File: config.mk
export PLATFORM = sky130hd
export DESIGN_NAME = hazard_forward_unit
export DESIGN_NICKNAME = d
export VERILOG_FILES = /design/src/source/wisc_pkg.sv /design/src/source/hazard_forward_unit.sv
export VERILOG_INCLUDE_DIRS = /design/src /design/src/source
export SDC_FILE = /design/constraint.sdc
export NUM_CORES = 1
export LEC_CHECK = 0
export ABC_AREA = 1
export BUFFER_PORTS_ARGS = -buffer_cell sky130_fd_sc_hd__buf_2
export CAP_MARGIN = 0
export CORE_AREA = 2 2 75 77
export DETAILED_ROUTE_END_ITERATION = 7
export DIE_AREA = 0 0 77 79
export GPL_TIMING_DRIVEN = 0
export RECOVER_POWER = 100
export SLEW_MARGIN = 20
export SYNTH_ARGS = -nofsm -noshare
export SYNTH_HDL_FRONTEND = slang
export SYNTH_SLANG_ARGS = --single-unit
File: constraint.sdc
create_clock -name vclk -period 1
set_input_delay 0.15 -clock vclk [all_inputs]
set_output_delay 0.15 -clock vclk [all_outputs]
set_load 0.02 [all_outputs]
File: src/source/wisc_defs.svh
/*
 * WISC core encodings and sizes
 * Opcode and branch-condition codes, flag bit positions, reset PC and data memory depth
 */
`ifndef WISC_DEFS_SVH
`define WISC_DEFS_SVH

// Opcodes, instr[15:12]
`define OP_ADD 4'h0
`define OP_SUB 4'h1
`define OP_XOR 4'h2
`define OP_LW  4'h8
`define OP_SW  4'h9
`define OP_LLB 4'hA
`define OP_HLB 4'hB
`define OP_B   4'hC
`define OP_HLT 4'hF

// Branch conditions, instr[11:9]
`define COND_NE 3'b000
`define COND_EQ 3'b001
`define COND_GT 3'b010
`define COND_LT 3'b011
`define COND_GE 3'b100
`define COND_LE 3'b101
`define COND_OV 3'b110
`define COND_UN 3'b111

// Flag register bit positions
`define FLAG_Z 2
`define FLAG_V 1
`define FLAG_N 0

`define RESET_PC   16'h0000
`define DMEM_WORDS 256

`endif
File: src/source/wisc_pkg.sv
/*
 * WISC core types
 * Width typedefs, opcode and forwarding enums, pipeline register structs
 */
`default_nettype none

`include "wisc_defs.svh"

package wisc_pkg;

    typedef logic [15:0] word_t;
    typedef logic [3:0]  reg_idx_t;
    // {Z, V, N}
    typedef logic [2:0]  flags_t;
    typedef logic [2:0]  cond_t;

    typedef enum logic [1:0] {
        FWD_NONE  = 2'd0,
        FWD_EXMEM = 2'd1,
        FWD_MEMWB = 2'd2
    } fwd_sel_t;

    typedef enum logic [3:0] {
        OP_ADD = `OP_ADD,
        OP_SUB = `OP_SUB,
        OP_XOR = `OP_XOR,
        OP_LW  = `OP_LW,
        OP_SW  = `OP_SW,
        OP_LLB = `OP_LLB,
        OP_HLB = `OP_HLB,
        OP_B   = `OP_B,
        OP_HLT = `OP_HLT
    } opcode_t;

    // ----------------------------------------
    // Pipeline registers
    // ----------------------------------------
    typedef struct packed {
        logic  valid;
        word_t instr;
        word_t pc_next;
    } if_id_t;

    typedef struct packed {
        logic     valid;
        opcode_t  opcode;
        reg_idx_t rs;
        reg_idx_t rt;
        reg_idx_t rd;
        word_t    rs_data;
        word_t    rt_data;
        word_t    imm;
        word_t    pc_next;
        cond_t    cond;
        logic     write_reg;
        logic     mem_read;
        logic     mem_write;
        logic     sets_flags;
        logic     is_branch;
        logic     is_halt;
    } id_ex_t;

    typedef struct packed {
        logic     valid;
        reg_idx_t rd;
        word_t    result;
        word_t    store_data;
        logic     write_reg;
        logic     mem_read;
        logic     mem_write;
        logic     is_halt;
    } ex_mem_t;

    typedef struct packed {
        logic     valid;
        reg_idx_t rd;
        word_t    result;
        logic     write_reg;
        logic     is_halt;
    } mem_wb_t;

endpackage

`default_nettype wire

File: src/source/hazard_forward_unit.sv
/*
 * Hazard and forwarding unit
 * Load-use stall from IF/ID against ID/EX, operand selects for EX
 */
`timescale 1ns/1ps
`default_nettype none

module hazard_forward_unit import wisc_pkg::*; (
    input  if_id_t   if_id,
    input  id_ex_t   id_ex,
    input  ex_mem_t  ex_mem,
    input  mem_wb_t  mem_wb,
    output logic     stall,
    output fwd_sel_t fwd_a,
    output fwd_sel_t fwd_b,
    output fwd_sel_t fwd_store
);

    opcode_t  op;
    logic     is_byte;
    logic     reads_a;
    logic     reads_b;
    reg_idx_t src_a;
    reg_idx_t src_b;
    logic     load_in_ex;

    // Youngest writer wins, EX/MEM before MEM/WB
    function automatic fwd_sel_t pick(input reg_idx_t idx);
        if (ex_mem.valid && ex_mem.write_reg && (ex_mem.rd != '0) && (ex_mem.rd == idx)) begin
            return FWD_EXMEM;
        end else if (mem_wb.valid && mem_wb.write_reg && (mem_wb.rd != '0) &&
                     (mem_wb.rd == idx)) begin
            return FWD_MEMWB;
        end
        return FWD_NONE;
    endfunction

    // ----------------------------------------
    // Sources read by the instruction in ID
    // ----------------------------------------
    assign op      = opcode_t'(if_id.instr[15:12]);
    assign is_byte = (op == OP_LLB) || (op == OP_HLB);
    assign reads_a = (op == OP_ADD) || (op == OP_SUB) || (op == OP_XOR) ||
                     (op == OP_LW) || (op == OP_SW) || is_byte;
    assign reads_b = (op == OP_ADD) || (op == OP_SUB) || (op == OP_XOR) || (op == OP_SW);
    assign src_a   = is_byte ? if_id.instr[11:8] : if_id.instr[7:4];
    assign src_b   = (op == OP_SW) ? if_id.instr[11:8] : if_id.instr[3:0];

    // Load data exists only after MEM, one bubble needed
    assign load_in_ex = id_ex.valid && id_ex.mem_read && id_ex.write_reg;
    assign stall = if_id.valid && load_in_ex &&
                   ((reads_a && (src_a == id_ex.rd)) || (reads_b && (src_b == id_ex.rd)));

    // Store data and ALU operand B share the second read port
    assign fwd_a     = pick(id_ex.rs);
    assign fwd_b     = id_ex.mem_write ? FWD_NONE : pick(id_ex.rt);
    assign fwd_store = id_ex.mem_write ? pick(id_ex.rt) : FWD_NONE;

endmodule

`default_nettype wire

Yosys cells after proc, flatten, opt, wreduce, memory -nomap -nowiden:

Index checks and enable logic that the tools add are counted.

* multiplexer cells: 14
* reduce and logical (&&, ||, !) cells: 25
* eq/ne operators: 12

Operators with widths (number)
* $eq 4x4->1: 6
* $eq 4x4->1 const B: 4
* $mux 2: 8
* $logic_and 1x1->1: 14
* $logic_or 1x1->1: 8
* $mux 4: 2
* $reduce_bool 4->1: 2
* $eq 4x1->1 const B: 1
* $eq 4x2->1 const B: 1
* $logic_not 4->1: 1
* $mux 1: 4

* bits in registers: 0
* output and inout port bits: 7
* input port bits: 187
* logic and storage cells: 51

Longest topological paths before layout:

* depth in word-level cells: 9
* mapped depth: 10
* depth with buffers taken out: 10

Worst setup path before layout:

No wires, ideal clock.

* kind: input to output
* start point: input if_id[28] (netlist bit)
* end point: output stall
* stages on the path: 10
* buffers on the path: 0
* data arrival time: 1.007 ns
* required time: 0.850 ns
* slack: -0.157 ns
* cells stage by stage: inv_1 nor2_4 nand2_4 nand2_2 nand2_1 nand2_1 nand2_1 nor2_1 nand3_1 a21oi_2

* word-level cells in the longest chain between the ends: 9
* elaborated cells between the ends (all ways): 22
* those cells by class: eq/ne: 8; mux: 2; reduce/logical: 12

RTL lines
* start, declared: line hazard_forward_unit.sv:9 `input if_id_t if_id,`
* parallel branches: the longest is 7 deep, another holds $eq 4x4->1
* $logic_or 1x1->1 *: line hazard_forward_unit.sv:52 `((reads_a && (src_a == id_ex.rd)) || (reads_b && (src_b == id_ex.rd)));`
* $logic_and 1x1->1 *: line hazard_forward_unit.sv:51 `assign stall = if_id.valid && load_in_ex &&`
* end, declared: line hazard_forward_unit.sv:13 `output logic stall,`

Every way passes the cells marked *.

Worst setup path after layout:

* start point: input if_id[29] (netlist bit)
* end point: output stall

Same word-level chain as after synthesis.

==> results.md <==
Critical path:
- STA classifies the critical path endpoint as an output port.
- The data arrival time of the critical path is 1.30 ns.
- STA classifies the critical path startpoint as a primary input.
- Along the worst path, the maximum fanout reaches 6.
- By startpoint and endpoint, the worst setup path is classified as primary input to output port.
- For the worst setup path, the data required time is 0.85 ns.

Routing:
- The residual antenna-violating net count after detailed routing is 0.
- In the routed design, unresolved DRC markers number 0.
- Dividing the detail-routed wire length by the instance count gives 10.28 µm.
- The average vias per placed instance is 3.841.
- The violation count after the first detailed-routing iteration is 34.
- The number of vias in the routed layout is 964.
- After detailed routing, the total wire length is approximately 2.6 mm.
- The first detailed-routing pass ran for 4 iterations.

Floorplan:
- For this configuration, the core starts out at a cell density of 0.1156.
- roughly 190 I/O pins were placed.
- The floorplan has 27 rows.
- In this run the vertical extent of the chip is around 79 µm.
- The area of the die is 0.006083 mm².
- The die width is approximately 77 µm.
- The total area inside the core boundary comes to approximately 0.0053 mm².

Timing:
- In this run the tightest slew margin relative to its limit is 0.8689.
- The fraction of the cycle the final worst path needs is 1.449.
- On the final layout, the worst hold slack is 0.5962 ns.
- The final-report hold violation count is 0.
- The total of endpoints with negative setup slack in the final report is 7.
- Adding up every negative setup slack in the final design gives -1.626 ns.
- Setup repair after global routing could not meet its margin everywhere.
- The max-slew violation count is 0.
- The final critical-path setup slack is -0.4490 ns.
- The actual slew at the worst max-slew pin is about 0.20 ns.
- The timing-limited maximum frequency is 690.1 MHz.
- The shortest period the worst path allows is around 1.4 ns.

Logic synthesis:
- The dominant cell type by area after synthesis is sky130_fd_sc_hd__nand2_1.
- Sorting the synthesized cells by area gives the leading types as sky130_fd_sc_hd__nand2_1 (19%), sky130_fd_sc_hd__nand3_1 (17%), sky130_fd_sc_hd__xnor2_1 (14%).
- The fraction of synthesized cell area taken by the top area cell type is 0.1947.
- The sequential share of the synthesized area is 0.
- Dividing the synthesized area by the synthesized cell count gives between 5 and 6 µm².
- The synthesized netlist contains 20 unique library cells.
- The count of mapped cells out of synthesis is roughly 120.
- During synthesis, Yosys emitted a total of 0 warnings.
- Summing every instance area after synthesis gives between 600 and 700 µm².
- The post-synth net total is 303.

Placed design:
- Counting tap cells, the placed design contains a total of between 200 and 250 instances.
- OpenSTA, run right after detailed placement, puts the worst setup slack at -0.4996 ns.
- The total half-perimeter wirelength after legalization and detailed placement is between 1.5 and 2 mm.
- The weighted congestion at the end of routability-driven global placement is 0.8366.
- During placement, the flow inserted port buffers numbering 52.
- The placed instance area is around 1000 µm².

Power:
- The post-route total power is approximately 0.46 mW.
- The switching fraction of total power is 0.4836.
- The net switching power figure is 0.2247 mW.
- The reported leakage power is between 0.6 and 0.7 nW.
- The worst-case IR drop observed on VDD is 0.1323 mV.
- The share of total power dissipated in combinational logic is 1.000.
- The share of total power in the clock network is 0.
- Dividing total power by cell area gives a power density of 351.7 mW/mm².
- The share of total power dissipated in sequential elements is 0.
- Internal power comes to 0.2399 mW.

Layout:
- The antenna cell count is 0.
- The design has 0 sequential cells.
- After the last flow step, the layout net total stands at 368.
- The number of non-filler instances in the completed layout is 251.
- The share of cells above drive strength 1 is 0.5363.
- At the end of the flow the core is filled with cells to 0.2475.
- The number of clock-tree buffers in the layout is 0.
- The finished cells cover around 0.0013 mm².
- The area occupied by registers is 0 µm².
- In the layout the commonest cells are sky130_fd_sc_hd__buf_2 (33), sky130_fd_sc_hd__nand2_1 (30), sky130_fd_sc_hd__nand3_1 (16), sky130_fd_sc_hd__buf_6 (16), sky130_fd_sc_hd__inv_1 (10).
- The most common library cell in the layout ignoring fill and taps is sky130_fd_sc_hd__buf_2.
- Relative to the synthesized area, the layout overhead comes to 114.2%.

Job:
- The tool flagged a number of max-cap violations equal to 0.

GRT:
- The total routing usage reported by global routing is 0.07568.
- The remaining global-route overflow is 0.
- The pin count of the biggest net entering global routing is 7.
- The wire length of the first global-routing pass is approximately 3.8 mm.
- The number of global-route vias before repair is approximately 870.
- The initial antenna violation count came to 0.

CTS:
- The count of hold buffers inserted by post-cts repair is 0.

Outcome:
- The checks that failed: negative setup slack.
- The flow ran to the end, but the final reports show violations.

Hold path:
- The class of the tightest hold or removal check is primary input to output port.
[cell type report]
cell class,instances,area [µm²]
fillers,615,4016
well taps,72,90.09
multi-input cells,103,698.2
repair buffers,62,478.0
inverters,14,55.05
[cells by family after synthesis]
family | count (synthesis) | share of synthesized area
compound gates | 5 | 0.05071
simple gates | 83 | 0.6653
xor+xnor | 14 | 0.1988
buf+inv | 14 | 0.08519
[critical path, stage by stage]
cell and delay (ns):
sky130_fd_sc_hd__buf_12 0.11, sky130_fd_sc_hd__nor2_4 0.19, sky130_fd_sc_hd__nand2_4 0.11, sky130_fd_sc_hd__nand2_2 0.09
sky130_fd_sc_hd__nand2_1 0.05, sky130_fd_sc_hd__nand2_1 0.05, sky130_fd_sc_hd__nand2_1 0.06, sky130_fd_sc_hd__nor2_2 0.12
sky130_fd_sc_hd__nand3_2 0.10, sky130_fd_sc_hd__a21oi_4 0.16, sky130_fd_sc_hd__buf_6 0.13
[per-layer routing]
layer / up-vias / part of all wire / global-route usage
li1: 505 / - / -
met1: 416 / 0.45 / 0.1042
met2: 41 / 0.48 / 0.1342
met3: 2 / 0.055 / 0.005682
met4: 0 / 0.011 / 0.007143
met5: - / 0 / 0
[final timing paths]
| check | from | endpoint | slack [ns] | depth (start not counted) |
|---|---|---|---|---|
| worst max-delay path | if_id[29] | stall | -0.45 | 11 |
| worst min-delay path | id_ex[3] | fwd_b[0] | 0.60 | 3 |
[Yosys cell counts, types with 2 or more instances]
| cell type | count |
|---|---|
| sky130_fd_sc_hd__nand2_1 | 32 |
| sky130_fd_sc_hd__inv_2 | 2 |
| sky130_fd_sc_hd__or2_2 | 2 |
| sky130_fd_sc_hd__nor2_1 | 15 |
| sky130_fd_sc_hd__nand4_1 | 4 |
| sky130_fd_sc_hd__nor3_1 | 2 |
| sky130_fd_sc_hd__nand3_1 | 21 |
| sky130_fd_sc_hd__o21ai_0 | 2 |
| sky130_fd_sc_hd__xnor2_1 | 10 |
| sky130_fd_sc_hd__xor2_1 | 4 |
| sky130_fd_sc_hd__inv_1 | 12 |
| sky130_fd_sc_hd__nand3b_1 | 2 |
[power by group through the flow]
stage	clock (mW)	combinational, mW	sequential, mW
final	0	0.465	0
after detailed placement	0	0.341	0
after floorplan	0	0.183	0
after global placement	0	0.337	0
after CTS	0	0.403	0
after global routing	0	0.509	0
[timing repair]
item | 4_1_cts | 5_1_grt
resized for setup | 39 | 25
pin swaps | 16 | 18
setup endpoints to repair | 7 | 7
hold endpoints to repair | 0 | 0
buffers inserted | 4 | 6
cloned | 1 | 0
(Power assumes the default switching activity.)
