<file path="config.mk">
export PLATFORM = sky130hd
export DESIGN_NAME = decode_stage
export DESIGN_NICKNAME = d
export VERILOG_FILES = /design/src/source/wisc_pkg.sv /design/src/source/decode_stage.sv
export VERILOG_INCLUDE_DIRS = /design/src /design/src/source
export SDC_FILE = /design/constraint.sdc
export NUM_CORES = 1
export LEC_CHECK = 0
export BUFFER_PORTS_ARGS = -buffer_cell sky130_fd_sc_hd__buf_2
export CORE_ASPECT_RATIO = 0.5
export CORE_MARGIN = 10
export CORE_UTILIZATION = 60
export DETAILED_ROUTE_END_ITERATION = 10
export HOLD_SLACK_MARGIN = 0.1
export PLACE_DENSITY = 0.77
export SETUP_SLACK_MARGIN = 0.2
export SKIP_LAST_GASP = 1
export SLEW_MARGIN = 20
export SYNTH_ARGS = -nofsm -noshare
export SYNTH_HDL_FRONTEND = slang
export SYNTH_SLANG_ARGS = --single-unit
</file>
<file path="constraint.sdc">
create_clock -name clk -period 2.69 [get_ports clk]
set_input_delay 0.269 -clock clk [delete_from_list [all_inputs] [get_ports clk]]
set_output_delay 0.269 -clock clk [all_outputs]
set_load 0.05 [all_outputs]
</file>
<file path="src/source/wisc_defs.svh">
/*
 * WISC core encodings and sizes
 * Opcode and branch-condition codes, flag bit positions, reset PC and data memory depth
 */
`ifndef WISC_DEFS_SVH
`define WISC_DEFS_SVH

// Opcodes, instr[15:12]
`define OP_ADD 4'h0
`define OP_SUB 4'h1
`define OP_XOR 4'h2
`define OP_LW  4'h8
`define OP_SW  4'h9
`define OP_LLB 4'hA
`define OP_HLB 4'hB
`define OP_B   4'hC
`define OP_HLT 4'hF

// Branch conditions, instr[11:9]
`define COND_NE 3'b000
`define COND_EQ 3'b001
`define COND_GT 3'b010
`define COND_LT 3'b011
`define COND_GE 3'b100
`define COND_LE 3'b101
`define COND_OV 3'b110
`define COND_UN 3'b111

// Flag register bit positions
`define FLAG_Z 2
`define FLAG_V 1
`define FLAG_N 0

`define RESET_PC   16'h0000
`define DMEM_WORDS 256

`endif
</file>
<file path="src/source/wisc_pkg.sv">
/*
 * WISC core types
 * Width typedefs, opcode and forwarding enums, pipeline register structs
 */
`default_nettype none

`include "wisc_defs.svh"

package wisc_pkg;

    typedef logic [15:0] word_t;
    typedef logic [3:0]  reg_idx_t;
    // {Z, V, N}
    typedef logic [2:0]  flags_t;
    typedef logic [2:0]  cond_t;

    typedef enum logic [1:0] {
        FWD_NONE  = 2'd0,
        FWD_EXMEM = 2'd1,
        FWD_MEMWB = 2'd2
    } fwd_sel_t;

    typedef enum logic [3:0] {
        OP_ADD = `OP_ADD,
        OP_SUB = `OP_SUB,
        OP_XOR = `OP_XOR,
        OP_LW  = `OP_LW,
        OP_SW  = `OP_SW,
        OP_LLB = `OP_LLB,
        OP_HLB = `OP_HLB,
        OP_B   = `OP_B,
        OP_HLT = `OP_HLT
    } opcode_t;

    // ----------------------------------------
    // Pipeline registers
    // ----------------------------------------
    typedef struct packed {
        logic  valid;
        word_t instr;
        word_t pc_next;
    } if_id_t;

    typedef struct packed {
        logic     valid;
        opcode_t  opcode;
        reg_idx_t rs;
        reg_idx_t rt;
        reg_idx_t rd;
        word_t    rs_data;
        word_t    rt_data;
        word_t    imm;
        word_t    pc_next;
        cond_t    cond;
        logic     write_reg;
        logic     mem_read;
        logic     mem_write;
        logic     sets_flags;
        logic     is_branch;
        logic     is_halt;
    } id_ex_t;

    typedef struct packed {
        logic     valid;
        reg_idx_t rd;
        word_t    result;
        word_t    store_data;
        logic     write_reg;
        logic     mem_read;
        logic     mem_write;
        logic     is_halt;
    } ex_mem_t;

    typedef struct packed {
        logic     valid;
        reg_idx_t rd;
        word_t    result;
        logic     write_reg;
        logic     is_halt;
    } mem_wb_t;

endpackage

`default_nettype wire

</file>
<file path="src/source/decode_stage.sv">
/*
 * Decode stage
 * Control decode, register file with write-through, immediates, ID/EX register
 */
`timescale 1ns/1ps
`default_nettype none

module decode_stage import wisc_pkg::*; (
    input  logic    clk,
    input  logic    rst_n,
    input  if_id_t  if_id,
    input  logic    stall,
    input  logic    flush,
    input  mem_wb_t mem_wb,
    output id_ex_t  id_ex
);

    opcode_t  op;
    reg_idx_t rd_f;
    reg_idx_t rs_f;
    reg_idx_t rt_f;
    reg_idx_t src_a;
    reg_idx_t src_b;
    word_t    imm;
    logic     is_alu;
    logic     is_byte;
    logic     writes;
    id_ex_t   id_ex_d;

    // r1..r15, entry 0 is never written
    word_t regs [0:15];

    // ----------------------------------------
    // Field split and control
    // ----------------------------------------
    assign op   = opcode_t'(if_id.instr[15:12]);
    assign rd_f = if_id.instr[11:8];
    assign rs_f = if_id.instr[7:4];
    assign rt_f = if_id.instr[3:0];

    assign is_alu  = (op == OP_ADD) || (op == OP_SUB) || (op == OP_XOR);
    assign is_byte = (op == OP_LLB) || (op == OP_HLB);
    assign writes  = is_alu || is_byte || (op == OP_LW);

    // LLB/HLB modify rd in place
    assign src_a = is_byte ? rd_f : rs_f;
    // SW stores the value of rd
    assign src_b = (op == OP_SW) ? rd_f : rt_f;

    // Memory offset is 4 bits unsigned, branch offset signed 9 bits
    always_comb begin
        case (op)
            OP_LW, OP_SW:   imm = {11'b0, rt_f, 1'b0};
            OP_LLB, OP_HLB: imm = {8'b0, if_id.instr[7:0]};
            OP_B:           imm = {{6{if_id.instr[8]}}, if_id.instr[8:0], 1'b0};
            default:        imm = '0;
        endcase
    end

    // ----------------------------------------
    // Register file
    // ----------------------------------------
    // Same-cycle WB write is visible to the read
    function automatic word_t read_port(input reg_idx_t idx);
        word_t val;
        if (idx == '0) begin
            val = '0;
        end else if (mem_wb.valid && mem_wb.write_reg && (mem_wb.rd == idx)) begin
            val = mem_wb.result;
        end else begin
            val = regs[idx];
        end
        return val;
    endfunction

    always_ff @(posedge clk) begin
        if (mem_wb.valid && mem_wb.write_reg) begin
            regs[mem_wb.rd] <= mem_wb.result;
        end
    end

    // ----------------------------------------
    // ID/EX
    // ----------------------------------------
    always_comb begin
        id_ex_d.valid      = if_id.valid;
        id_ex_d.opcode     = op;
        id_ex_d.rs         = src_a;
        id_ex_d.rt         = src_b;
        id_ex_d.rd         = rd_f;
        id_ex_d.rs_data    = read_port(src_a);
        id_ex_d.rt_data    = read_port(src_b);
        id_ex_d.imm        = imm;
        id_ex_d.pc_next    = if_id.pc_next;
        id_ex_d.cond       = if_id.instr[11:9];
        // Writes to r0 dropped here
        id_ex_d.write_reg  = writes && (rd_f != '0);
        id_ex_d.mem_read   = (op == OP_LW);
        id_ex_d.mem_write  = (op == OP_SW);
        id_ex_d.sets_flags = is_alu;
        id_ex_d.is_branch  = (op == OP_B);
        id_ex_d.is_halt    = (op == OP_HLT);
    end

    // Bubble on load-use stall or branch flush
    always_ff @(posedge clk) begin
        if (!rst_n) begin
            id_ex.valid <= 1'b0;
        end else begin
            id_ex <= id_ex_d;
            if (stall || flush) begin
                id_ex.valid <= 1'b0;
            end
        end
    end

endmodule

`default_nettype wire

</file>
---- Word-level counts from Yosys, hierarchy flattened ----
Memory sizes are Yosys's and may differ from the RTL's. A register that Yosys moved wholly into a read port is not among the register bits.
Cells that the tools add are included.
word-level totals
  register bits after elaboration ......... 58
  bits in latches ......................... 0
  bits in writable memories ............... 256
  bits in read-only memories .............. 0
  input bits .............................. 60
  output and inout bits ................... 90
  memories ................................ 1
operators by class
  add/subtract/negate cells ............... 0
  multiply operators ...................... 0
  divide/modulo/power cells ............... 0
  order comparisons ....................... 0
  eq/ne operators ......................... 8
  shift-type cells ........................ 0
  muxes and demuxes ....................... 5
  bitwise gates (word level) .............. 1
  reductions and logical operators ........ 15
memory list
  memory  depth  bits a word  read ports  clocked after memory_dff  write ports  RTL line            text
  regs    16     16           2           2                         1            decode_stage.sv:31  word_t regs [0:15];
operators with widths
  kind                                                             number
  16-bit case mux with 3 select lines                              1
  4-bit == test, second input constant                             6
  4-bit zero test                                                  3
  4-bit two-way mux                                                2
  1-bit logical OR                                                 6
  2-bit OR reduction                                               3
  4-bit by 1-bit == test with 1-bit output, second input constant  1
  4-bit by 2-bit == test with 1-bit output, second input constant  1
  4-bit nonzero test                                               1
  1-bit logical AND                                                2
  1-bit two-way mux                                                2
  1-bit NOT                                                        1

---- Depth between registers and ports, before layout ----
  word-level depth ........................ 6
  gate-level depth with buffers ........... 12

---- Least setup slack after synthesis ----
Ideal clock, no wire load.
  kind .................................... in2reg
  start ................................... input mem_wb[20] (netlist bit)
  end ..................................... memory regs[0][0] (netlist bit), enable pin
  arrival time ............................ 2.021 ns
  data required time ...................... 2.281 ns
  setup slack ............................. 0.260 ns
  stages on the path ...................... 3
  cell sequence ........................... clkbuf_1 > or3_1 > nor3_1
RTL lines
  what                RTL line            text
  start: declaration  decode_stage.sv:14  input mem_wb_t mem_wb,
  end: declaration    decode_stage.sv:31
No word-level cell before the write port.

---- Final worst setup path ----
  start ................................... input if_id[27] (netlist bit)
  end ..................................... register id_ex[53] (netlist name)
on the way
  longest elaborated chain between the ends .. 2
ends and longest elaborated chain
  what                   RTL line            text
  start: declaration     decode_stage.sv:11  input if_id_t if_id,
  4-bit two-way mux (*)  decode_stage.sv:48  assign src_b = (op == OP_SW) ? rd_f : rt_f;
  4-bit zero test        decode_stage.sv:66  if (idx == '0) begin
Every way passes the cells marked *; elsewhere a longest branch is shown, timed or not.
A chain may end at the register's enable or synchronous reset.

==> results.md <==
Outcome:
- The flow ran to the end, and the final reports show no timing, DRC or antenna violations.

Timing:
- The count of final hold-check violations was 0.
- Between clock sinks in the finished design, the worst skew comes to 0.0194 ns.
- In the final timing run, aggregate negative setup slack is 0 ns.
- The final max-slew violation count came to 0.
- The max-slew headroom at the worst pin is 51.6%.
- Setup repair after global routing left no endpoint under its margin.
- The worst path in the final design needs a cycle of between 2 and 2.5 ns, including I/O delays and setup.
- Based on the critical path, the design can be clocked at up to 439 MHz.
- The period utilization is 84.8%.
- Setup violations remaining at the end of the flow were counted as 0.
- For the pin with the worst max-slew slack, the measured transition is 0.720 ns.

Die:
- The die height is 135 µm.
- The die footprint is 33600 µm².
- The number of standard-cell rows in the floorplan is 41.
- The initial cell density of the core is slightly above 60%.
- The floorplan step set the die width to 249 µm.
- The count of pins on the block boundary is 150.
- The core region is around 26000 µm².

Pwr:
- Cell internal power was estimated by the tool at 8880 µW.
- In this run, the clock network consumes a little over a third of the power.
- The static leakage is 0.00724 µW.
- The net switching power of the design is 3290 µW.
- The worst-case IR drop observed on VDD is 0.514 mV.
- The total power per unit cell area is about 640 nW/µm².
- The switching portion of total power is 27.0%.
- The fraction of power consumed by sequential logic is 49.5%.
- The share of power burned in combinational logic is 15.4%.

CTS:
- The total clock buffers created by CTS is 30.
- After clock tree synthesis, the clock-pin slew on the worst setup and hold paths is roughly 0.070 ns.
- Post-CTS repair changed the size of 0 cells.
- The cell sitting at the root of the clock tree is a sky130_fd_sc_hd__clkbuf_16.
- The number of buffers between clock root and the deepest sink is 3.
- The TritonCTS sink count is ~340.
- In this run the number of H-tree levels came out at 1.
- The later-pin clock latency in the skew report is between 0.5 and 0.6 ns.
- The TritonCTS clock tree is built.

Setup path:
- STA classifies the critical path endpoint as a register.
- For flop-to-flop paths, the worst setup slack is slightly above 1 ns.
- The endpoint identified for the worst register-to-register timing path is id_ex[64].
- The data arrival at the endpoint of the critical path is 2.61 ns.
- The last element of the critical path is id_ex[53].
- The worst register-to-register path has a depth of 4.
- Along the worst path, the maximum fanout reaches 14.
- STA classifies the critical path startpoint as an input pin.
- The required time of the worst setup path is roughly 3 ns.
- The worst register-to-register path begins at regs[2][7].
- The origin of the worst setup path is if_id[27].
- The start-to-end type of the worst setup path is input pin to register.

Yosys:
- A synthesized cell averages between 10 and 15 µm².
- The area fraction of the dominant cell type after synthesis is 63.9%.
- After synthesis, the share of flip-flops with an asynchronous set or reset is 0%.
- Counting flops with a built-in enable in the synthesized netlist gives 336.
- Counting every net in the synthesized netlist gives between 1k and 1.5k.
- Summed over all instances, the cell type with the most area after synthesis is sky130_fd_sc_hd__edfxtp_1.
- The prevailing post-synth register cell is sky130_fd_sc_hd__edfxtp_1.
- The cell area that synthesis handed to floorplanning was about 16000 µm².
- The synthesized netlist contains 46 unique library cells.
- Synthesis inferred 337 register bits.
- By area the synthesized netlist is led by sky130_fd_sc_hd__edfxtp_1 64%, sky130_fd_sc_hd__mux2i_1 8.4%, sky130_fd_sc_hd__nand2_1 7.9%, sky130_fd_sc_hd__nand3_1 2.8%, sky130_fd_sc_hd__a21oi_1 1.4%.
- The Yosys warning count is 0.
- The commonest cells after synthesis are 336 x sky130_fd_sc_hd__edfxtp_1, 333 x sky130_fd_sc_hd__nand2_1, 133 x sky130_fd_sc_hd__mux2i_1.
- Sequential elements use 64.1% of the synthesized area.
- Counting every instance in the synthesized netlist gives around 1.3k.
- Among all cell types in the netlist, the one instantiated most often is sky130_fd_sc_hd__edfxtp_1.

Detailed routing:
- For this block, the routed nets add up to 48.3 mm of wire.
- Before antenna repair, the detailed router went through 6 iterations.
- The final routed DRC violation total is 0.
- Dividing the detail-routed via count by the number of cells gives about 6.5.
- The number of vias after detailed routing is 12.4k.
- In the final routed layout, each cell accounts on average for 25.4 µm.
- The count of antenna-violating nets left after detailed routing is 0.
- The first-iteration detailed-routing DRC count is approximately 1.9k.

Global routing:
- Entering global routing, the biggest net connects 47 pins.
- For this run the aggregate overflow at the end of global routing stands at 0.
- The first global-routing pass estimated 71.5 mm of wire.
- The initial antenna violation count is 1.
- The global-route usage over all layers is 27.5%.
- The number of global-route vias before repair came to 12.2k.

Placed design:
- The routability congestion estimate is around 0.93.
- The HPWL after detailed placement is 31.5 mm.
- In this run the tool buffered the top-level ports with 148 buffer cells.

Cells and area:
- Of the cells placed in the final design, the portion with a size suffix greater than 1 is around a fifth.
- After the last flow step, the layout net total stands at around 1.6k.
- Counting the fill cells in the layout gives 1645.
- Cells fill 74.0% of the core in the end.
- The area growth from synthesis to layout is 19.8%.

Run:
- The tool flagged a number of max-cap violations equal to 0.

Worst hold path:
- The worst hold-check path type is input pin to register.
[cell usage in the layout, fill, tap and decap left out, types with 13 or more instances in the layout]
master and n:
sky130_fd_sc_hd__dlygate4sd3_1 45, sky130_fd_sc_hd__buf_12 20, sky130_fd_sc_hd__nand3_1 87, sky130_fd_sc_hd__o21ai_0 31
sky130_fd_sc_hd__buf_2 147, sky130_fd_sc_hd__nor2_1 24, sky130_fd_sc_hd__a211oi_1 21, sky130_fd_sc_hd__buf_4 84
sky130_fd_sc_hd__clkbuf_16 30, sky130_fd_sc_hd__nor4_1 13, sky130_fd_sc_hd__nand4_1 14, sky130_fd_sc_hd__a31oi_1 27
sky130_fd_sc_hd__o22ai_1 28, sky130_fd_sc_hd__mux2i_1 132, sky130_fd_sc_hd__edfxtp_1 336, sky130_fd_sc_hd__a21oi_1 43
sky130_fd_sc_hd__nand2_1 333
[metrics by stage]
stage | instance area [µm²] | hold slack (ns) | worst slack, ns | total power, µW | instances
after detailed placement | 17500 | 0.434 | 0.0749 | 7910 | 1804
after global routing | 18900 | 0.116 | 0.343 | 12500 | 1902
after CTS | 18900 | 0.104 | 0.518 | 12100 | 1901
after floorplan | 15800 | 0.345 | 0.260 | 7250 | 1303
after global placement | 17500 | 0.430 | 0.143 | 7860 | 1804
final | 18900 | 0.118 | 0.410 | 12200 | 1902
[sequential cells by signal (all words and copies together) (netlist names)]
name,cells
regs,256
id_ex,81
[metal layers]
layer	GRT usage, %	share of wire (%)
met5	0	0
met3	9.09	14
met2	43.9	46
met1	34.3	36
met4	11.1	3.6
[worst max-delay path, cell delays in order]
cell                            delay (ns)
sky130_fd_sc_hd__dlygate4sd3_1        0.52
sky130_fd_sc_hd__buf_2                0.30
sky130_fd_sc_hd__nor2_1               0.17
sky130_fd_sc_hd__mux2_2               0.35
sky130_fd_sc_hd__nand2_1              0.16
sky130_fd_sc_hd__buf_4                0.17
sky130_fd_sc_hd__o22ai_1              0.09
sky130_fd_sc_hd__nor4_1               0.45
sky130_fd_sc_hd__a21oi_1              0.13
[power groups by stage]
stage | combinational (µW) | sequential [µW] | clock (µW)
floorplan | 725 | 6530 | 0
global placement | 1740 | 6130 | 0
detailed placement | 1780 | 6130 | 0
CTS | 1840 | 6020 | 4280
global route | 1960 | 6030 | 4500
finish | 1870 | 6030 | 4280
[cell families (layout without fill, tap and decap cells)]
group	after synthesis	after routing	synth area share (%)
and+or+nand+nor	500	500	13.7
DFF	337	337	64.1
AOI/OAI and AO/OA	205	205	8.52
muxes	147	147	9.72
buffers and inverters	106	360	3.58
xor gates and xnor gates	8	8	0.444
other	0	1	0
[what timing repair did]
item | CTS | global route
setup endpoints to repair | 0 | 0
setup buffers | 0 | 0
hold endpoints to repair | 251 | 0
hold buffers | 45 | 0
[final cells by class]
| cell class | instances | area [µm²] | share of cell area [%] |
|---|---|---|---|
| sequential | 337 | 10100 | 53.5 |
| antenna | 1 | 2.50 | 0.0132 |
| inverter | 12 | 52.6 | 0.278 |
| clock inverter | 19 | 198 | 1.05 |
| clock buffer | 33 | 762 | 4.03 |
| tap | 344 | 430 | 2.28 |
| timing repair buffer | 296 | 2220 | 11.7 |
| multi-input combinational | 860 | 5140 | 27.2 |
[worst min-delay path by stage]
stage	slack (ns)	depth (start not counted)	start	to
floorplan	0.34	1	stall	id_ex[89]
global placement	0.43	2	stall	id_ex[89]
detailed placement	0.43	2	flush	id_ex[89]
CTS	0.10	1	mem_wb[3]	regs[15][1]
global route	0.12	2	if_id[16]	id_ex[25]
finish	0.12	2	if_id[16]	id_ex[25]
Note: power is estimated with default switching activity, not from simulation.
