<file path="config.mk">
export PLATFORM = sky130hd
export DESIGN_NAME = execute_stage
export DESIGN_NICKNAME = d
export VERILOG_FILES = /design/src/source/wisc_pkg.sv /design/src/source/execute_stage.sv
export VERILOG_INCLUDE_DIRS = /design/src /design/src/source
export SDC_FILE = /design/constraint.sdc
export NUM_CORES = 1
export LEC_CHECK = 0
export BUFFER_PORTS_ARGS = -buffer_cell sky130_fd_sc_hd__buf_2
export CORE_MARGIN = 5
export CORE_UTILIZATION = 25
export CTS_CLUSTER_SIZE = 16
export DETAILED_ROUTE_END_ITERATION = 10
export PLACE_DENSITY_LB_ADDON = 0.08
export SLEW_MARGIN = 20
export SYNTH_ARGS = -nofsm -noshare
export SYNTH_HDL_FRONTEND = slang
export SYNTH_SLANG_ARGS = --single-unit
export TNS_END_PERCENT = 10
</file>
<file path="constraint.sdc">
create_clock -name clk -period 11.75 [get_ports clk]
set_input_delay 0.5875 -clock clk [delete_from_list [all_inputs] [get_ports clk]]
set_output_delay 0.5875 -clock clk [all_outputs]
set_load 0.01 [all_outputs]
</file>
<file path="src/source/wisc_defs.svh">
/*
 * WISC core encodings and sizes
 * Opcode and branch-condition codes, flag bit positions, reset PC and data memory depth
 */
`ifndef WISC_DEFS_SVH
`define WISC_DEFS_SVH

// Opcodes, instr[15:12]
`define OP_ADD 4'h0
`define OP_SUB 4'h1
`define OP_XOR 4'h2
`define OP_LW  4'h8
`define OP_SW  4'h9
`define OP_LLB 4'hA
`define OP_HLB 4'hB
`define OP_B   4'hC
`define OP_HLT 4'hF

// Branch conditions, instr[11:9]
`define COND_NE 3'b000
`define COND_EQ 3'b001
`define COND_GT 3'b010
`define COND_LT 3'b011
`define COND_GE 3'b100
`define COND_LE 3'b101
`define COND_OV 3'b110
`define COND_UN 3'b111

// Flag register bit positions
`define FLAG_Z 2
`define FLAG_V 1
`define FLAG_N 0

`define RESET_PC   16'h0000
`define DMEM_WORDS 256

`endif
</file>
<file path="src/source/wisc_pkg.sv">
/*
 * WISC core types
 * Width typedefs, opcode and forwarding enums, pipeline register structs
 */
`default_nettype none

`include "wisc_defs.svh"

package wisc_pkg;

    typedef logic [15:0] word_t;
    typedef logic [3:0]  reg_idx_t;
    // {Z, V, N}
    typedef logic [2:0]  flags_t;
    typedef logic [2:0]  cond_t;

    typedef enum logic [1:0] {
        FWD_NONE  = 2'd0,
        FWD_EXMEM = 2'd1,
        FWD_MEMWB = 2'd2
    } fwd_sel_t;

    typedef enum logic [3:0] {
        OP_ADD = `OP_ADD,
        OP_SUB = `OP_SUB,
        OP_XOR = `OP_XOR,
        OP_LW  = `OP_LW,
        OP_SW  = `OP_SW,
        OP_LLB = `OP_LLB,
        OP_HLB = `OP_HLB,
        OP_B   = `OP_B,
        OP_HLT = `OP_HLT
    } opcode_t;

    // ----------------------------------------
    // Pipeline registers
    // ----------------------------------------
    typedef struct packed {
        logic  valid;
        word_t instr;
        word_t pc_next;
    } if_id_t;

    typedef struct packed {
        logic     valid;
        opcode_t  opcode;
        reg_idx_t rs;
        reg_idx_t rt;
        reg_idx_t rd;
        word_t    rs_data;
        word_t    rt_data;
        word_t    imm;
        word_t    pc_next;
        cond_t    cond;
        logic     write_reg;
        logic     mem_read;
        logic     mem_write;
        logic     sets_flags;
        logic     is_branch;
        logic     is_halt;
    } id_ex_t;

    typedef struct packed {
        logic     valid;
        reg_idx_t rd;
        word_t    result;
        word_t    store_data;
        logic     write_reg;
        logic     mem_read;
        logic     mem_write;
        logic     is_halt;
    } ex_mem_t;

    typedef struct packed {
        logic     valid;
        reg_idx_t rd;
        word_t    result;
        logic     write_reg;
        logic     is_halt;
    } mem_wb_t;

endpackage

`default_nettype wire

</file>
<file path="src/source/execute_stage.sv">
/*
 * Execute stage
 * Operand forwarding, ALU, flag register, branch resolution, EX/MEM register
 */
`timescale 1ns/1ps
`default_nettype none

`include "wisc_defs.svh"

module execute_stage import wisc_pkg::*; (
    input  logic     clk,
    input  logic     rst_n,
    input  id_ex_t   id_ex,
    input  fwd_sel_t fwd_a,
    input  fwd_sel_t fwd_b,
    input  fwd_sel_t fwd_store,
    output ex_mem_t  ex_mem,
    input  mem_wb_t  mem_wb,
    output logic     redirect,
    output word_t    redirect_pc
);

    word_t  op_a;
    word_t  op_b;
    word_t  store_val;
    word_t  sum;
    word_t  diff;
    word_t  alu_res;
    logic   ovf;
    flags_t flags_q;
    flags_t flags_d;

    function automatic word_t operand(input fwd_sel_t sel, input word_t reg_val);
        case (sel)
            FWD_EXMEM: return ex_mem.result;
            FWD_MEMWB: return mem_wb.result;
            default:   return reg_val;
        endcase
    endfunction

    function automatic logic cond_met(input cond_t c, input flags_t f);
        case (c)
            `COND_NE: return !f[`FLAG_Z];
            `COND_EQ: return f[`FLAG_Z];
            `COND_GT: return !f[`FLAG_Z] && !f[`FLAG_N];
            `COND_LT: return f[`FLAG_N];
            `COND_GE: return f[`FLAG_Z] || !f[`FLAG_N];
            `COND_LE: return f[`FLAG_N] || f[`FLAG_Z];
            `COND_OV: return f[`FLAG_V];
            default:  return 1'b1;
        endcase
    endfunction

    assign op_a      = operand(fwd_a, id_ex.rs_data);
    assign op_b      = operand(fwd_b, id_ex.rt_data);
    assign store_val = operand(fwd_store, id_ex.rt_data);

    // ----------------------------------------
    // ALU
    // ----------------------------------------
    assign sum  = op_a + op_b;
    assign diff = op_a - op_b;
    assign ovf  = (id_ex.opcode == OP_SUB) ?
                  ((op_a[15] != op_b[15]) && (diff[15] != op_a[15])) :
                  ((op_a[15] == op_b[15]) && (sum[15] != op_a[15]));

    always_comb begin
        case (id_ex.opcode)
            OP_ADD:       alu_res = sum;
            OP_SUB:       alu_res = diff;
            OP_XOR:       alu_res = op_a ^ op_b;
            OP_LLB:       alu_res = {op_a[15:8], id_ex.imm[7:0]};
            OP_HLB:       alu_res = {id_ex.imm[7:0], op_a[7:0]};
            // Word-aligned base plus scaled offset
            OP_LW, OP_SW: alu_res = {op_a[15:1], 1'b0} + id_ex.imm;
            default:      alu_res = '0;
        endcase
    end

    // XOR touches Z only
    always_comb begin
        flags_d = flags_q;
        flags_d[`FLAG_Z] = (alu_res == '0);
        if (id_ex.opcode != OP_XOR) begin
            flags_d[`FLAG_V] = ovf;
            flags_d[`FLAG_N] = alu_res[15];
        end
    end

    always_ff @(posedge clk) begin
        if (!rst_n) begin
            flags_q <= '0;
        end else if (id_ex.valid && id_ex.sets_flags) begin
            flags_q <= flags_d;
        end
    end

    // ----------------------------------------
    // Branch and EX/MEM
    // ----------------------------------------
    assign redirect    = id_ex.valid && id_ex.is_branch && cond_met(id_ex.cond, flags_q);
    assign redirect_pc = id_ex.pc_next + id_ex.imm;

    always_ff @(posedge clk) begin
        if (!rst_n) begin
            ex_mem.valid <= 1'b0;
        end else begin
            ex_mem.valid      <= id_ex.valid;
            ex_mem.rd         <= id_ex.rd;
            ex_mem.result     <= alu_res;
            ex_mem.store_data <= store_val;
            ex_mem.write_reg  <= id_ex.write_reg;
            ex_mem.mem_read   <= id_ex.mem_read;
            ex_mem.mem_write  <= id_ex.mem_write;
            ex_mem.is_halt    <= id_ex.is_halt;
        end
    end

endmodule

`default_nettype wire

</file>
After elaboration in Yosys (flattened, before gate mapping)
Index checks and enable logic that the tools add are counted.
{ "totals": {"in_bits": 121, "out_inout_bits": 58, "ff_bits": 44, "wordCells": 59} }
{ "op_classes": {"reduce_logical": 15, "eq_ne": 23, "n_bitwise": 1, "n_mux": 6, "addsub": 4} }
{ "op_table": {"columns": ["op", "count"], "rows": [
  ["$pmux W16 S2", 3],
  ["$pmux W16 S6", 1],
  ["$add A16 B16 Y16", 3],
  ["$eq A4 B4 Y1 const B", 4],
  ["$logic_not A16 Y1", 1],
  ["$sub A16 B16 Y16", 1],
  ["$xor A16 B16 Y16", 1],
  ["$eq A3 B3 Y1 const B", 3],
  ["$pmux W1 S7", 1],
  ["$eq A2 B1 Y1 const B", 3],
  ["$eq A2 B2 Y1 const B", 3],
  ["$eq A3 B2 Y1 const B", 2],
  ["$logic_and A1 B1 Y1", 6],
  ["$eq A4 B1 Y1 const B", 1],
  ["$eq A4 B2 Y1 const B", 1],
  ["$logic_not A4 Y1", 1],
  ["$ne A4 B2 Y1 const B", 1],
  ["$eq A3 B1 Y1 const B", 1],
  ["$logic_not A3 Y1", 1],
  ["$ne A1 B1 Y1", 3],
  ["$logic_not A1 Y1", 2],
  ["$logic_or A1 B1 Y1", 2],
  ["$reduce_and A2 Y1", 1],
  ["$reduce_or A2 Y1", 1],
  ["2 further kinds", 2]
]} }

Longest topological paths before layout
{ "depth": {"ltp_word": 6, "ltp_mapped": 19} }

Worst setup path before layout
No wires, ideal clock.
{ "synth_timing": {"path_type": "input-to-reg", "startpoint": "in fwd_a[1]", "endpoint": "reg flags_q[2]", "path_slack_ns": 6.923, "path_stages": 17, "required_ns": 11.654, "arrival_ns": 4.731, "cell_sequence": "inv_1 -> ha_1 -> clkbuf_1 -> clkbuf_1 -> a22oi_1 -> o21ai_0 -> ha_1 -> clkbuf_1 -> nor3b_1 -> or4_1 -> a221oi_1 -> o22ai_1 -> mux2i_1 -> a211o_2 -> or4_1 -> or4_1 -> o41ai_2"} }
{ "synth_between": {"elab_chain_len": 5, "word_cells_on_any_way": 9, "classes_between": "add/sub (3); eq/ne (2); mux (2); bitwise (1); reduce/logical (1)"} }
{ "synth_lines": {"columns": ["element", "line_no", "rtl"], "rows": [
  ["start: declaration", "execute_stage.sv:14", "input fwd_sel_t fwd_a,"],
  ["$eq A2 B2 Y1 / $eq A2 B1 Y1 (equally long branches)", "execute_stage.sv:34", "case (sel)"],
  ["$pmux W16 S2 *", "execute_stage.sv:34", null],
  ["$add A16 B16 Y16 (tied with other cells)", "execute_stage.sv:75", "OP_LW, OP_SW: alu_res = {op_a[15:1], 1'b0} + id_ex.imm;"],
  ["$pmux W16 S6 *", "execute_stage.sv:68", "case (id_ex.opcode)"],
  ["net alu_res[10]", "execute_stage.sv:28", "word_t alu_res;"],
  ["$logic_not A16 Y1 *", "execute_stage.sv:83", "flags_d[`FLAG_Z] = (alu_res == '0);"],
  ["end signal: assignment", "execute_stage.sv:94", "flags_q <= flags_d;"],
  ["end: declaration", "execute_stage.sv:30", "flags_t flags_q;"]
]} }
Mark *: on every way through the listed nets, which the timed path passes. The rest lies on a longest branch.
A chain may end at the register's enable or synchronous reset.

Worst setup path after layout
{ "layout_timing": {"startpoint": "in fwd_a[0]", "endpoint": "reg flags_q[2]"} }
The elaborated chain is that of the path after synthesis.

==> flow_metrics.py <==
metrics = {
    "layout": {
        "post_route_cells_drive_above_1_share_pct": 23.3,
        "layout.cell_area.non_filler_um2": 6950,
        "areaGrowthSynthToFinish_pct": 20.5,
        "antennaDiodeCount": 0,
        "nNetsFinal": 1043,
        "layoutNonFillerInstCount": 1135,
        "layout.core_utilization_pct": 30.6,
    },
    "synthesis": {
        "synth_area_leaders": "sky130_fd_sc_hd__edfxtp_1 (21%), sky130_fd_sc_hd__ha_1 (15%), sky130_fd_sc_hd__a22oi_1 (6.9%), sky130_fd_sc_hd__o21ai_0 (5.9%), sky130_fd_sc_hd__nand2_1 (4.8%)",
        "synthesized_flop_and_latch_total": 44,
        "seq_area_frac_synth_pct": 22.2,
        "postSynth.asyncResetShare_pct": 0,
        "synth-edff-count": 40,
        "syn_area_per_cell_um2": 8.10,
        "synth.top_cells.by_count": "sky130_fd_sc_hd__nand2_1 (73), sky130_fd_sc_hd__ha_1 (68), sky130_fd_sc_hd__o21ai_0 (68), sky130_fd_sc_hd__a22oi_1 (53)",
        "netlist-cell-type-count": 76,
        "syn-cell-area_um2": 5770,
        "postSynthCellCount": 712,
        "yosysTopAreaCell": "sky130_fd_sc_hd__edfxtp_1",
        "total_nets_after_synthesis": 905,
        "yosys_most_used_dff": "sky130_fd_sc_hd__edfxtp_1",
        "yosys_warnings": 0,
        "synth_top_area_share_pct": 20.8,
        "top_count_cell_post_synth": "sky130_fd_sc_hd__nand2_1",
    },
    "route": {
        "num_vias": 5812,
        "finalWirelength_um": 20200,
        "drt_pass_1_iters": 7,
        "route.antenna.remaining_nets": 0,
        "remaining_drc_errors": 0,
        "avgRoutedWirePerCell_um": 17.8,
        "post_drt_via_cell_ratio": 5.12,
        "initialDrtViolationCount": 444,
    },
    "clocking": {
        "worstSkewPairLatency_ns": 0.29,
        "h_tree_depth": 2,
        "cts.reportedPaths.clkPinSlew_ns": 0.06,
        "clock_root_buffer_master": "sky130_fd_sc_hd__clkbuf_16",
        "clock_path_buffers": 2,
        "cts_tree": "built",
        "cts_hold_buffers": 0,
        "post_cts.resized_instances": 0,
        "post_cts.repair.setup_buffers": 0,
        "numClockSinks": 44,
        "numCtsBuffers": 5,
    },
    "placed_design": {
        "dpl-instance-area_um2": 6810,
        "portBuffers": 163,
        "gp_congestion": 0.843,
        "place_hpwl_um": 16700,
        "number_of_placed_cells_counting_well_taps": 1128,
    },
    "die": {
        "coreArea_um2": 22700,
        "placementRows": 55,
        "initial_core_util_pct": 25.4,
        "die-area_um2": 26200,
        "design.portCount": 179,
        "die_x_um": 162,
        "die_h_um": 162,
    },
    "global_routing": {
        "grt_pass1_vias": 5699,
        "global_route.overflow_total": 0,
        "number_of_antenna_violations_at_the_first_check_in_global_routing": 0,
        "grt_start_max_net_pins": 46,
        "grt_util_all_layers_pct": 14.7,
        "grt_first_pass_wirelength_um": 31500,
    },
    "timing": {
        "final.setup.tns_ns": 0,
        "worst_slew_pin_slew_ns": 0.958,
        "final_critical_path_share_of_the_clock_period_pct": 47.5,
        "hold_viol": 0,
        "achievable-frequency_mhz": 179,
        "timing.hold.ws_ns": 0.478,
        "drv_slew": 0,
        "rsz0062_at_grt": "false",
        "clock_skew_ns": 0.00469,
        "slew_headroom_pct": 35.5,
        "min_period_ns": 5.58,
        "setup_viol_count_final": 0,
    },
    "critical_path": {
        "timing.critical_path.required_ns": 11.95,
        "timing.critical_path.arrival_ns": 5.78,
        "worst_setup_path_start_kind": "input pin",
        "timing.critical_path.fanout_max": 32,
        "worst_setup_path_end_kind": "flop",
        "crit_type": "in -> reg",
    },
    "power": {
        "peakVddDrop_mv": 0.0419,
        "pwr_density_cell_nw_per_um2": 104,
        "leakage_nw": 3.05,
    },
    "min_path": {
        "hold_path.class": "in -> reg",
    },
    "outcome": {
        "run_status": "complete, no violations",
    },
    "job": {
        "max_cap_viol_count": 0,
    },
}
## cells in the final DEF, fill, tap and decap left out, types with 4 or more instances in the layout
cell type | netlist | layout
sky130_fd_sc_hd__a2111oi_0 | 6 | 6
sky130_fd_sc_hd__a211oi_1 | 8 | 8
sky130_fd_sc_hd__a21boi_0 | 5 | 5
sky130_fd_sc_hd__a21o_1 | 10 | 10
sky130_fd_sc_hd__a21oi_1 | 36 | 36
sky130_fd_sc_hd__a221oi_1 | 4 | 4
sky130_fd_sc_hd__a222oi_1 | 11 | 11
sky130_fd_sc_hd__a22oi_1 | 53 | 53
sky130_fd_sc_hd__a31o_2 | 4 | 4
sky130_fd_sc_hd__and2_1 | 5 | 5
sky130_fd_sc_hd__and3_1 | 4 | 4
sky130_fd_sc_hd__buf_2 | 5 | 163
sky130_fd_sc_hd__buf_4 | 0 | 6
sky130_fd_sc_hd__clkbuf_16 | 0 | 5
sky130_fd_sc_hd__dfxtp_1 | 4 | 4
sky130_fd_sc_hd__edfxtp_1 | 40 | 40
sky130_fd_sc_hd__fa_1 | 4 | 4
sky130_fd_sc_hd__ha_1 | 68 | 68
sky130_fd_sc_hd__inv_1 | 46 | 46
sky130_fd_sc_hd__mux2i_1 | 8 | 8
sky130_fd_sc_hd__nand2_1 | 73 | 73
sky130_fd_sc_hd__nand2b_1 | 8 | 8
sky130_fd_sc_hd__nand3_1 | 10 | 10
sky130_fd_sc_hd__nor2_1 | 46 | 46
sky130_fd_sc_hd__nor2b_1 | 11 | 11
sky130_fd_sc_hd__nor3_1 | 13 | 13
sky130_fd_sc_hd__o211ai_1 | 4 | 4
sky130_fd_sc_hd__o21a_1 | 6 | 6
sky130_fd_sc_hd__o21ai_0 | 68 | 68
sky130_fd_sc_hd__o22ai_1 | 5 | 5
sky130_fd_sc_hd__o31a_1 | 4 | 4
sky130_fd_sc_hd__or2_2 | 4 | 4
sky130_fd_sc_hd__or3_1 | 5 | 5
sky130_fd_sc_hd__or4_1 | 4 | 4
sky130_fd_sc_hd__xnor2_1 | 21 | 21
sky130_fd_sc_hd__xor2_1 | 9 | 9
## critical path, cell delays in order
cell and delay (ns):
sky130_fd_sc_hd__buf_2 0.09, sky130_fd_sc_hd__inv_1 0.04, sky130_fd_sc_hd__ha_1 0.87, sky130_fd_sc_hd__nor2_1 0.13
sky130_fd_sc_hd__a21oi_1 0.33, sky130_fd_sc_hd__inv_1 0.18, sky130_fd_sc_hd__ha_1 0.37, sky130_fd_sc_hd__o21bai_1 0.21
sky130_fd_sc_hd__nor4b_1 0.69, sky130_fd_sc_hd__o32ai_1 0.25, sky130_fd_sc_hd__a221oi_1 0.29, sky130_fd_sc_hd__o21ai_0 0.17
sky130_fd_sc_hd__or3_2 0.47, sky130_fd_sc_hd__or4_1 0.42, sky130_fd_sc_hd__or4_1 0.46, sky130_fd_sc_hd__o41ai_2 0.20
## per-stage QoR
step,setup WS (ns),total power [W]
global placement,5.84,0.000595
floorplan,6.92,0.000467
global route,5.75,0.000779
finish,6.17,0.000722
detailed placement,5.83,0.000591
CTS,6.11,0.000729
## report_power, final
group / switching, W / internal [W] / leakage, nW
combinational: 0.000230 / 0.000159 / 2.55
clock: 0.0000552 / 0.0000773 / 0.0667
sequential: 0.00000933 / 0.000191 / 0.435
## routing by layer
layer	GRT usage (%)	vias up	share of wire [%]
met5	0	-	0
li1	-	2975	-
met4	2.54	0	0.83
met3	1.78	7	5.8
met1	21.6	2625	51
met2	23.6	205	43
## sequential cells by signal, summed over array words and instances (netlist names)
name / flops
flags_q: 3
ex_mem: 41
## final cells by class
| type | instances | area [µm²] |
|---|---|---|
| tap | 285 | 357 |
| multi-input combinational | 584 | 4140 |
| timing repair buffer | 169 | 861 |
| clock buffer | 6 | 129 |
| clock inverter | 1 | 5.00 |
| fill | 2487 | 15800 |
| sequential | 44 | 1280 |
| inverter | 46 | 173 |
## path summary, 6_finish.rpt
check	startpoint	endpoint	slack, ns	depth (start not counted)
max	fwd_a[0]	flags_q[2]	6.17	16
min	id_ex[76]	ex_mem[39]	0.48	1
max reg2reg	ex_mem[21]	flags_q[2]	6.89	12
min reg2reg	flags_q[1]	flags_q[1]	0.50	2
## cell families (layout without fill, tap and decap cells)
| logic type | after synthesis | count (layout) | synth area share (%) |
|---|---|---|---|
| xor gates and xnor gates | 30 | 30 | 4.56 |
| AOI/OAI and AO/OA | 265 | 265 | 31.6 |
| adders and majority gates | 73 | 73 | 16.3 |
| muxes | 11 | 11 | 1.97 |
| buffers and inverters | 84 | 222 | 5.97 |
| DFF | 44 | 44 | 22.2 |
| and+or+nand+nor | 205 | 205 | 17.3 |
Power figures use the tool's default switching activity.
